$ cat config.mk
export PLATFORM = sky130hd
export DESIGN_NAME = cpuBusMaster
export DESIGN_NICKNAME = d
export VERILOG_FILES = /design/src/design/cpuBusPkg.sv /design/src/design/cpuBusIf.sv /design/src/design/cpuInputSync.sv /design/src/design/cpuCycleSm.sv /design/src/design/cpuStrobeGen.sv /design/src/design/cpuBusMaster.sv
export VERILOG_INCLUDE_DIRS = /design/src /design/src/design
export SDC_FILE = /design/constraint.sdc
export NUM_CORES = 1
export LEC_CHECK = 0
export BUFFER_PORTS_ARGS = -buffer_cell sky130_fd_sc_hd__buf_4
export CAP_MARGIN = 0
export CORE_ASPECT_RATIO = 0.5
export CORE_MARGIN = 1.5
export CORE_UTILIZATION = 53
export DETAILED_ROUTE_END_ITERATION = 12
export PLACE_DENSITY = 0.85
export SYNTH_ARGS = -nofsm -noshare
export SYNTH_HDL_FRONTEND = slang
export SYNTH_SLANG_ARGS = --single-unit
$ cat constraint.sdc
create_clock -name BCLK -period 2.21 [get_ports BCLK]
set_input_delay 0.442 -clock BCLK [delete_from_list [all_inputs] [get_ports BCLK]]
set_output_delay 0.442 -clock BCLK [all_outputs]
set_load 0.02 [all_outputs]
$ cat src/design/cpu_defines.svh
// CPU bus master constants
// Widths and synchronizer depth shared by the package and the RTL

`ifndef CPU_DEFINES_SVH
`define CPU_DEFINES_SVH

// Width of the cycle state encoding
`define CPU_STATE_W 4

// Flip-flop stages on every asynchronous bus input
// 2 is the safe default, 1 trades MTBF for a cycle of latency
`define SYNC_STAGES 2

`endif

$ cat src/design/cpuBusPkg.sv
// CPU bus master types
// Cycle states, decoded port size and transfer direction

`include "cpu_defines.svh"

package cpuBusPkg;

    // Cycle states of the bus master
    typedef enum logic [`CPU_STATE_W-1:0] {
        ST_IDLE      = 4'd0,
        ST_REQ       = 4'd1,   // BREQ out, waiting for grant and idle bus
        ST_TAKE      = 4'd2,   // Bus taken, BGACK asserted
        ST_ADDR      = 4'd3,   // PAS asserted
        ST_DATA      = 4'd4,   // PDS asserted, awaiting termination
        ST_GAP       = 4'd5,   // Strobes released, waiting for DSACK release
        ST_ADDR2     = 4'd6,   // Second half on a 16-bit port
        ST_DATA2     = 4'd7,
        ST_STEP      = 4'd8,   // FIFO and address step
        ST_FLUSHSTOP = 4'd9
    } cpuState_e;

    // Port size from the DSACK pair
    typedef enum logic [1:0] {
        PORT_NONE = 2'd0,
        PORT_16   = 2'd1,
        PORT_32   = 2'd2
    } portSize_e;

    // Transfer direction as seen from memory
    typedef enum logic {
        DIR_TO_FIFO   = 1'b0,  // Memory read
        DIR_FROM_FIFO = 1'b1   // Memory write
    } dmaDir_e;

endpackage

$ cat src/design/cpuBusIf.sv
// Synchronized bus status
// Carries the decoded inputs from the input synchronizer to the cycle FSM

`timescale 1ns/100ps

interface cpuBusIf import cpuBusPkg::*; ();

    logic      grant;      // Bus granted to us
    logic      dmaEna;
    logic      dreq;       // SCSI side wants a transfer
    logic      flush;
    logic      busIdle;    // AS_ and BGACK_I_ both released
    portSize_e portSize;
    logic      cycleDone;  // Any DSACK termination present

    modport sync (
        output grant,
        output dmaEna,
        output dreq,
        output flush,
        output busIdle,
        output portSize,
        output cycleDone
    );

    modport sm (
        input grant,
        input dmaEna,
        input dreq,
        input flush,
        input busIdle,
        input portSize,
        input cycleDone
    );

endinterface

$ cat src/design/cpuInputSync.sv
// Input synchronizer and termination decoder
// Brings the asynchronous bus inputs into the BCLK domain and decodes
// the DSACK pair into a port size and a cycle-done level

`timescale 1ns/100ps

`include "cpu_defines.svh"

module cpuInputSync import cpuBusPkg::*; (
    input  logic    BCLK,
    input  logic    CCRESET_,
    input  logic    aBGRANT_,
    input  logic    aDMAENA,
    input  logic    aDREQ_,
    input  logic    aFLUSHFIFO,
    input  logic    AS_,
    input  logic    BGACK_I_,
    input  logic    DSACK0_,
    input  logic    DSACK1_,
    cpuBusIf.sync   sync
);

    localparam int numIn = 8;

    // Inactive level of each input, same bit order as rawIn
    localparam logic [numIn-1:0] inactiveLvl = 8'b1111_0101;

    logic [numIn-1:0]                    rawIn;
    logic [`SYNC_STAGES-1:0][numIn-1:0]  syncChain;
    logic [numIn-1:0]                    syncOut;

    logic       bgrantSync_;
    logic       dmaEnaSync;
    logic       dreqSync_;
    logic       flushSync;
    logic       asSync_;
    logic       bgackInSync_;
    logic [1:0] dsackSync_;

    assign rawIn = {DSACK1_, DSACK0_, BGACK_I_, AS_, aFLUSHFIFO, aDREQ_, aDMAENA, aBGRANT_};

    // Shift chain, every stage resets to the inactive bus levels
    always_ff @(posedge BCLK or negedge CCRESET_) begin
        if (!CCRESET_) begin
            syncChain <= {`SYNC_STAGES{inactiveLvl}};
        end else begin
            syncChain[0] <= rawIn;
            for (int i = 1; i < `SYNC_STAGES; i++) begin
                syncChain[i] <= syncChain[i-1];
            end
        end
    end

    assign syncOut = syncChain[`SYNC_STAGES-1];

    assign bgrantSync_  = syncOut[0];
    assign dmaEnaSync   = syncOut[1];
    assign dreqSync_    = syncOut[2];
    assign flushSync    = syncOut[3];
    assign asSync_      = syncOut[4];
    assign bgackInSync_ = syncOut[5];
    assign dsackSync_   = syncOut[7:6];

    assign sync.grant   = ~bgrantSync_;
    assign sync.dmaEna  = dmaEnaSync;
    assign sync.dreq    = ~dreqSync_;
    assign sync.flush   = flushSync;
    assign sync.busIdle = asSync_ & bgackInSync_;

    // Dynamic bus sizing, pair is {DSACK1_, DSACK0_}
    always_comb begin
        case (dsackSync_)
            2'b00:   sync.portSize = PORT_32;
            2'b01:   sync.portSize = PORT_16;
            // Byte ports are not served, treated as a single cycle
            default: sync.portSize = PORT_NONE;
        endcase
    end

    assign sync.cycleDone = ~&dsackSync_;

endmodule

$ cat src/design/cpuCycleSm.sv
// Bus cycle state machine
// Arbitrates for the bus, runs one longword per tenure with an optional
// 16-bit split, then steps the FIFO and address

`timescale 1ns/100ps

module cpuCycleSm import cpuBusPkg::*; (
    input  logic      BCLK,
    input  logic      CCRESET_,
    input  logic      DMADIR,
    input  logic      FIFOEMPTY,
    input  logic      FIFOFULL,
    cpuBusIf.sm       sm,
    output cpuState_e nextState,
    output dmaDir_e   dmaDir
);

    cpuState_e state;
    dmaDir_e   dirSync;      // Direction seen in the current cycle
    portSize_e sizeReg;      // Size recorded at the first termination
    logic      secondHalf;
    logic      canMove;
    logic      splitWord;

    // Registered direction, latched into dmaDir when a tenure starts
    always_ff @(posedge BCLK or negedge CCRESET_) begin
        if (!CCRESET_) begin
            dirSync <= DIR_TO_FIFO;
            dmaDir  <= DIR_TO_FIFO;
        end else begin
            dirSync <= dmaDir_e'(DMADIR);
            if (state == ST_IDLE && nextState == ST_REQ) begin
                dmaDir <= dirSync;
            end
        end
    end

    // FIFO has room for a read, or holds a longword for a write
    always_comb begin
        if (dirSync == DIR_TO_FIFO) begin
            canMove = ~FIFOFULL;
        end else begin
            canMove = ~FIFOEMPTY;
        end
    end

    assign splitWord = (sizeReg == PORT_16) && !secondHalf;

    always_comb begin
        nextState = state;
        case (state)
            ST_IDLE: begin
                // Flush of an empty FIFO wins over a new request
                if (sm.flush && FIFOEMPTY) begin
                    nextState = ST_FLUSHSTOP;
                end else if (sm.dmaEna && sm.dreq && canMove) begin
                    nextState = ST_REQ;
                end
            end
            ST_REQ: begin
                if (sm.grant && sm.busIdle) begin
                    nextState = ST_TAKE;
                end
            end
            ST_TAKE: begin
                nextState = ST_ADDR;
            end
            ST_ADDR: begin
                nextState = ST_DATA;
            end
            ST_DATA: begin
                if (sm.cycleDone) begin
                    nextState = ST_GAP;
                end
            end
            ST_GAP: begin
                // Hold until the slave lets go of DSACK
                if (!sm.cycleDone) begin
                    if (splitWord) begin
                        nextState = ST_ADDR2;
                    end else begin
                        nextState = ST_STEP;
                    end
                end
            end
            ST_ADDR2: begin
                nextState = ST_DATA2;
            end
            ST_DATA2: begin
                if (sm.cycleDone) begin
                    nextState = ST_GAP;
                end
            end
            ST_STEP: begin
                nextState = ST_IDLE;
            end
            ST_FLUSHSTOP: begin
                if (!sm.flush) begin
                    nextState = ST_IDLE;
                end
            end
            default: begin
                nextState = ST_IDLE;
            end
        endcase
    end

    always_ff @(posedge BCLK or negedge CCRESET_) begin
        if (!CCRESET_) begin
            state <= ST_IDLE;
        end else begin
            state <= nextState;
        end
    end

    // Port size of the first half decides whether a second half follows
    always_ff @(posedge BCLK or negedge CCRESET_) begin
        if (!CCRESET_) begin
            sizeReg <= PORT_NONE;
        end else if (state == ST_DATA && sm.cycleDone) begin
            sizeReg <= sm.portSize;
        end
    end

    always_ff @(posedge BCLK or negedge CCRESET_) begin
        if (!CCRESET_) begin
            secondHalf <= 1'b0;
        end else if (nextState == ST_ADDR2) begin
            secondHalf <= 1'b1;
        end else if (nextState == ST_IDLE) begin
            secondHalf <= 1'b0;
        end
    end

endmodule

$ cat src/design/cpuStrobeGen.sv
// Registered strobe generator
// Decodes the next state and direction into the bus, half-word and
// FIFO step strobes, registered on BCLK

`timescale 1ns/100ps

module cpuStrobeGen import cpuBusPkg::*; (
    input  logic      BCLK,
    input  logic      CCRESET_,
    input  cpuState_e nextState,
    input  dmaDir_e   dmaDir,
    output logic      BREQ,
    output logic      BGACK,
    output logic      PAS,
    output logic      PDS,
    output logic      SIZE1,
    output logic      PLHW,
    output logic      PLLW,
    output logic      F2CPUH,
    output logic      F2CPUL,
    output logic      INCFIFO,
    output logic      DECFIFO,
    output logic      INCNO,
    output logic      STOPFLUSH
);

    logic toFifo;
    logic firstData;
    logic secondData;
    logic stepNow;
    logic ownBus;
    logic firstHalf;
    logic secondHalf;

    assign toFifo     = (dmaDir == DIR_TO_FIFO);
    assign firstData  = (nextState == ST_DATA);
    assign secondData = (nextState == ST_DATA2);
    assign stepNow    = (nextState == ST_STEP);
    assign firstHalf  = (nextState == ST_ADDR) || firstData;
    assign secondHalf = (nextState == ST_ADDR2) || secondData;

    // BGACK spans the whole tenure from TAKE through STEP
    always_comb begin
        case (nextState)
            ST_TAKE, ST_ADDR, ST_DATA, ST_GAP,
            ST_ADDR2, ST_DATA2, ST_STEP: ownBus = 1'b1;
            default:                     ownBus = 1'b0;
        endcase
    end

    always_ff @(posedge BCLK or negedge CCRESET_) begin
        if (!CCRESET_) begin
            BREQ      <= 1'b0;
            BGACK     <= 1'b0;
            PAS       <= 1'b0;
            PDS       <= 1'b0;
            SIZE1     <= 1'b0;
            PLHW      <= 1'b0;
            PLLW      <= 1'b0;
            F2CPUH    <= 1'b0;
            F2CPUL    <= 1'b0;
            INCFIFO   <= 1'b0;
            DECFIFO   <= 1'b0;
            INCNO     <= 1'b0;
            STOPFLUSH <= 1'b0;
        end else begin
            BREQ      <= (nextState == ST_REQ);
            BGACK     <= ownBus;
            PAS       <= firstHalf || secondHalf;
            PDS       <= firstData || secondData;
            SIZE1     <= secondHalf;
            // The first data phase carries both halves, since the port size
            // is unknown until termination; a 16-bit port only uses the
            // upper lanes and the low half is repeated in the second phase
            PLHW      <= toFifo && firstData;
            PLLW      <= toFifo && (firstData || secondData);
            F2CPUH    <= !toFifo && firstData;
            F2CPUL    <= !toFifo && (firstData || secondData);
            INCFIFO   <= toFifo && stepNow;
            DECFIFO   <= !toFifo && stepNow;
            INCNO     <= stepNow;
            STOPFLUSH <= (nextState == ST_FLUSHSTOP);
        end
    end

endmodule

$ cat src/design/cpuBusMaster.sv
// SCSI DMA CPU-side bus master
// Moves longwords between the FIFO and a 68030-style asynchronous bus

`timescale 1ns/100ps

module cpuBusMaster import cpuBusPkg::*; (
    input  logic BCLK,
    input  logic CCRESET_,
    input  logic aBGRANT_,
    input  logic aDMAENA,
    input  logic aDREQ_,
    input  logic aFLUSHFIFO,
    input  logic AS_,
    input  logic BGACK_I_,
    input  logic DSACK0_,
    input  logic DSACK1_,
    input  logic DMADIR,
    input  logic FIFOEMPTY,
    input  logic FIFOFULL,
    output logic BREQ,
    output logic BGACK,
    output logic PAS,
    output logic PDS,
    output logic SIZE1,
    output logic PLHW,
    output logic PLLW,
    output logic F2CPUH,
    output logic F2CPUL,
    output logic INCFIFO,
    output logic DECFIFO,
    output logic INCNO,
    output logic STOPFLUSH
);

    cpuState_e nextState;
    dmaDir_e   dmaDir;

    cpuBusIf busIf ();

    cpuInputSync u_inputSync (
        .BCLK       (BCLK),
        .CCRESET_   (CCRESET_),
        .aBGRANT_   (aBGRANT_),
        .aDMAENA    (aDMAENA),
        .aDREQ_     (aDREQ_),
        .aFLUSHFIFO (aFLUSHFIFO),
        .AS_        (AS_),
        .BGACK_I_   (BGACK_I_),
        .DSACK0_    (DSACK0_),
        .DSACK1_    (DSACK1_),
        .sync       (busIf.sync)
    );

    cpuCycleSm u_cycleSm (
        .BCLK      (BCLK),
        .CCRESET_  (CCRESET_),
        .DMADIR    (DMADIR),
        .FIFOEMPTY (FIFOEMPTY),
        .FIFOFULL  (FIFOFULL),
        .sm        (busIf.sm),
        .nextState (nextState),
        .dmaDir    (dmaDir)
    );

    cpuStrobeGen u_strobeGen (
        .BCLK      (BCLK),
        .CCRESET_  (CCRESET_),
        .nextState (nextState),
        .dmaDir    (dmaDir),
        .BREQ      (BREQ),
        .BGACK     (BGACK),
        .PAS       (PAS),
        .PDS       (PDS),
        .SIZE1     (SIZE1),
        .PLHW      (PLHW),
        .PLLW      (PLLW),
        .F2CPUH    (F2CPUH),
        .F2CPUL    (F2CPUL),
        .INCFIFO   (INCFIFO),
        .DECFIFO   (DECFIFO),
        .INCNO     (INCNO),
        .STOPFLUSH (STOPFLUSH)
    );

endmodule

# Word-level counts from Yosys, hierarchy flattened
# Index checks and enable logic that the tools add are counted.
# totals
regBits,38
elab_cells,84
input_bits,13
# classes
n_bitwise,6
eq_ne,19
muxes,13
n_reduce_logical,26
# op_table
operator,count
$eq A4 B3 Y1 const B,8
$pmux W4 S8,1
$mux W4,7
$eq A4 B2 Y1 const B,4
$logic_and A1 B1 Y1,13
$eq A4 B4 Y1 const B,3
$eq A4 B1 Y1 const B,2
$logic_not A4 Y1,2
$reduce_or A7 Y1,1
$not A1 Y1,5
$eq A2 B1 Y1 const B,2
$logic_or A1 B1 Y1,4
$mux W1,4
$pmux W2 S2,1
$logic_not A1 Y1,2
$logic_not A2 Y1,1
$reduce_and A2 Y1,1
$reduce_bool A2 Y1,1
$reduce_or A2 Y1,1
$and A1 B1 Y1,1

# Logic depth before layout (Yosys ltp)
# depth
ltp_word,9
depth_mapped,7
ltp_nobuf,6

# Hierarchy
# A second synthesis with hierarchy kept.
# hier_totals
cells_unflattened,109
area_unflattened_um2,1460.2
# by_module_without_submodules
mod,area_each_um2,cells_per_inst,n_inst,seq_area_each_um2
cpuCycleSm,548.0,53,1,225.2
cpuStrobeGen,466.7,34,1,325.3
cpuInputSync,445.4,22,1,415.4

# Least setup slack after synthesis
# Ideal clock, no wire load.
# synth_path
path_kind,reg-to-reg
start,register u_cycleSm.sizeReg[1]
end,register u_cycleSm.dmaDir
path_stages_with_launch,6
arrival_time_ps,1701
path_buffers,0
synth_period_minus_slack_ps,1829
required_time_ps,2083
setup_ps,127
setup_slack_ps,381
cell_sequence,dfrtp_1 > or3b_4 > a311o_1 > nand3_2 > nand4b_1 > mux2_1
# synth_between
elab_chain_len,7
# synth_rtl
element,line,source
"start, declared",cpuCycleSm.sv:20,portSize_e sizeReg;
"start signal, assigned",cpuCycleSm.sv:121,sizeReg <= sm.portSize;
$eq A2 B1 Y1,cpuCycleSm.sv:47,assign splitWord = (sizeReg == PORT_16) && !secondHalf;
$logic_and A1 B1 Y1,cpuCycleSm.sv:47,
$mux W4,cpuCycleSm.sv:79,if (splitWord) begin
$mux W4,cpuCycleSm.sv:78,if (!sm.cycleDone) begin
$pmux W4 S8,cpuCycleSm.sv:51,case (state)
$eq A4 B1 Y1,cpuCycleSm.sv:32,if (state == ST_IDLE && nextState == ST_REQ) begin
$logic_and A1 B1 Y1,cpuCycleSm.sv:32,
"end signal, assigned",cpuCycleSm.sv:33,dmaDir <= dirSync;
"end, declared",cpuCycleSm.sv:15,output dmaDir_e dmaDir
# No other way between the ends.
# A chain may end at the register's enable or synchronous reset.

# Final worst setup path
# layout_path
start,register u_cycleSm.state[3]
end,register u_cycleSm.secondHalf
# layout_between
elab_chain_len,5
# layout_rtl
element,line,source
"start, declared",cpuCycleSm.sv:18,cpuState_e state;
"start signal, assigned",cpuCycleSm.sv:112,state <= nextState;
$eq A4 B3 Y1,cpuCycleSm.sv:51,
$reduce_or A2 Y1 (no line),-,
$pmux W4 S8 (*),cpuCycleSm.sv:51,
via nextState[1],cpuBusMaster.sv:35,cpuState_e nextState;
$eq A4 B3 Y1 or $logic_not A4 Y1 (tied branches),"cpuCycleSm.sv:128, cpuCycleSm.sv:130",
$mux W1 or $reduce_bool A2 Y1 (tied branches),-,
"end signal, assigned",cpuCycleSm.sv:127,secondHalf <= 1'b0;
"end signal, assigned",cpuCycleSm.sv:129,secondHalf <= 1'b1;
"end signal, assigned",cpuCycleSm.sv:131,secondHalf <= 1'b0;
"end, declared",cpuCycleSm.sv:21,logic secondHalf;
# The timed path passes the listed nets; every way through them passes the cells marked *.

==> flow_metrics.py <==
metrics = {
    "clocking": {
        "cts-buffers-inserted": 5,
        "post_cts_buffers": 0,
        "worstSkewPairLatency_ns": 0.28,
        "postCtsResizedCells": 0,
        "clock_path_buffers": 2,
        "tritoncts": "done",
        "cts.clk_slew.worst_paths_ns": 0.07,
        "cts.sink_count": 38,
        "cts_hold_buf": 0,
        "h-tree-depth": 2,
        "root_buffer": "clkbuf_8",
    },
    "sta": {
        "timing.fmax_mhz": 498,
        "setup_ws_ns": 0.202,
        "finalMaxSlewViolations": 0,
        "rsz0062_at_grt": "false",
        "fin_skew_ns": 0.00350,
        "max_slew_margin_pct": 70.3,
        "hold_viol": 0,
        "setup_viol": 0,
        "fin_setup_tns_ns": 0,
        "worst_pin_slew_ns": 0.446,
        "holdWs_ns": 0.105,
        "finalCritPeriodShare_pct": 90.8,
        "fin_crit_ns": 2.01,
    },
    "worst_setup_path": {
        "cp_data_arrival_time_ns": 2.15,
        "endpoint_kind": "flop",
        "crit_required_ns": 2.35,
        "r2r_slack_ns": 0.20,
        "cp_max_fo": 12,
        "worst_setup_path_start_kind": "flop",
        "path_class": "flop to flop",
    },
    "floorplan": {
        "dieWidth_um": 77.2,
        "pin_count": 26,
        "row_count": 13,
        "die_area_sq_um": 3100,
        "core_sq_um": 2600,
        "die_height_um": 40.1,
        "start_util_pct": 56.1,
    },
    "power_and_ir_drop": {
        "netSwitchingFraction_pct": 35.1,
        "p_int_w": 0.00140,
        "vdd_drop_max_uv": 588,
        "pwr-share-seq_pct": 45.6,
        "power_frac_clock_pct": 21.8,
        "power.switching_w": 0.000759,
        "power_frac_comb_pct": 32.6,
        "power_leakage_nw": 0.842,
        "powerDensity_nw_per_um2": 1240,
    },
    "status": {
        "status": "finished, final reports clean",
    },
    "finish": {
        "fin_nets": 149,
        "drive_gt1_share_pct": 40.9,
        "final_cells": 174,
        "antenna_cells": 0,
        "area_growth_pct": 19.5,
    },
    "global_route": {
        "first_global_vias": 868,
        "grt_pass1_wl_um": 4110,
        "grt.total_usage_pct": 18.9,
        "grt-ovfl-total": 0,
        "grt_antenna_before_repair": 0,
        "grt_max_degree": 39,
    },
    "synth": {
        "ys_seq_area_share_pct": 66.2,
        "synthCells": 107,
        "yosys.cell_types.count": 39,
        "synth_top_area_share_pct": 44.6,
        "synth_area_leaders": "dfrtp_1 (45%), dfstp_2 (22%), buf_6 (2.3%), nor3b_1 (2.1%), nor2_1 (1.8%)",
        "yosys.area.top_type": "dfrtp_1",
        "yosysWarnings": 0,
        "ys_ff_latch": 38,
        "synth_edf_count": 0,
        "syn_nets": 120,
        "async_flop_share_pct": 100,
        "synth_flop_cell": "dfrtp_1",
        "netlist_area_sq_um": 1460,
        "avgSynthCellArea_sq_um": 13.6,
    },
    "place": {
        "dpl.hpwl_um": 1780,
        "place_inst": 166,
        "place_congestion": 0.848,
        "portBuffers": 25,
        "dpl_worst_slack_ns": 0.235,
    },
    "detailed_routing": {
        "wirelength_um": 2480,
        "routedWlPerCell_um": 14.2,
        "drtIter0Drc": 127,
        "vias_per_cell": 5.34,
        "drc_errors": 0,
        "num_vias": 930,
        "antenna_left": 0,
        "firstDrtPassIters": 4,
    },
    "hold_path": {
        "hold_path.class": "input port to async pin",
    },
    "flow_run": {
        "drv_cap": 0,
    },
}
## metal layers
| layer | wire, um | vias up | GRT usage (%) |
|---|---|---|---|
| met2 | 1160 | 36 | 30.0 |
| li1 | - | 438 | - |
| met4 | 32 | 0 | 8.64 |
| met5 | 0 | - | 0 |
| met3 | 128 | 4 | 7.05 |
| met1 | 1160 | 452 | 24.1 |
## cells by family after synthesis
| group | Yosys count | share of synthesized area (%) |
|---|---|---|
| AOI/OAI and AO/OA | 19 | 11.1 |
| buffers and inverters | 9 | 4.54 |
| DFF | 38 | 66.2 |
| and+or+nand+nor | 39 | 16.8 |
| muxes | 2 | 1.46 |
## path summary, 6_finish.rpt
path,from,endpoint,cells after the start
worst max-delay path,u_cycleSm.state[3]$_DFF_PN0_,u_cycleSm.secondHalf$_DFFE_PN0P_,6
worst min-delay path,CCRESET_,u_strobeGen.STOPFLUSH$_DFF_PN0_,1
worst max register to register,u_cycleSm.state[3]$_DFF_PN0_,u_cycleSm.secondHalf$_DFFE_PN0P_,6
worst min register to register,u_inputSync.syncChain[3]$_DFF_PN0_,u_inputSync.syncOut[3]$_DFF_PN0_,0
max in group asynchronous,CCRESET_,u_inputSync.syncOut[6]$_DFF_PN1_,1
min in group BCLK,DSACK0_,u_inputSync.syncChain[6]$_DFF_PN1_,1
## synth_stat cells (2+ instances only)
cell / instances
dfrtp_1: 26
dfstp_2: 12
nor2_1: 7
nand2_1: 5
inv_1: 4
nand2b_1: 4
nor3b_1: 4
and2b_2: 3
buf_6: 3
nor4_1: 3
a21oi_1: 2
nand3_1: 2
nor3_1: 2
o211a_1: 2
o211ai_1: 2
o21ai_0: 2
o31ai_1: 2
## worst max-delay path, stage by stage (launching register included)
cell and delay [ns]:
dfrtp_1 0.58, nand4bb_1 0.21, and2b_2 0.23, nor3_2 0.29, inv_2 0.11, o31ai_1 0.30, o41ai_1 0.14
## through the flow
step	utilization [%]	total power, W	area (sq um)
after CTS	67.1	0.00217	1750
after detailed placement	63.6	0.00170	1650
after global placement	63.6	0.00167	1650
after floorplan	-	0.00153	1460
after global routing	67.1	0.00230	1750
final	67.1	0.00216	1750
## layout make-up
class / instances / area [sq um]
Clock buffer: 7 / 86.3
Sequential cell: 38 / 966
Multi-Input combinational cell: 60 / 428
Fill cell: 196 / 857
Clock inverter: 1 / 5.00
Tap cell: 37 / 46.3
Inverter: 5 / 18.8
Timing Repair Buffer: 26 / 195
## sequential cells by signal, summed over array words and instances, names as in the netlist, 2 cells and up
| name | count |
|---|---|
| u_cycleSm.sizeReg | 2 |
| u_cycleSm.state | 4 |
| u_inputSync.syncChain | 8 |
| u_inputSync.syncOut | 8 |
## power by group through the flow
| stage | clock [W] | combinational (W) | sequential, W |
|---|---|---|---|
| after floorplan | 0 | 0.000562 | 0.000972 |
| after global placement | 0 | 0.000688 | 0.000983 |
| after detailed placement | 0 | 0.000708 | 0.000992 |
| after CTS | 0.000487 | 0.000708 | 0.000978 |
| after global routing | 0.000515 | 0.000775 | 0.00101 |
| final | 0.000471 | 0.000705 | 0.000985 |
## cells in the final DEF, fill, tap and decap left out, types with 2 or more instances in the layout
cell type | Yosys | final
buf_4 | 0 | 26
nor4_1 | 3 | 3
o211ai_1 | 2 | 2
nor2_1 | 7 | 7
inv_1 | 4 | 4
dfrtp_1 | 26 | 26
nand2_1 | 5 | 5
o21ai_0 | 2 | 2
nor3_1 | 2 | 2
nand3_1 | 2 | 2
a21oi_1 | 2 | 2
nand2b_1 | 4 | 4
clkbuf_8 | 1 | 6
o211a_1 | 2 | 2
o31ai_1 | 2 | 2
and2b_2 | 3 | 3
nor3b_1 | 4 | 4
dfstp_2 | 12 | 12
Power figures use the tool's default switching activity.
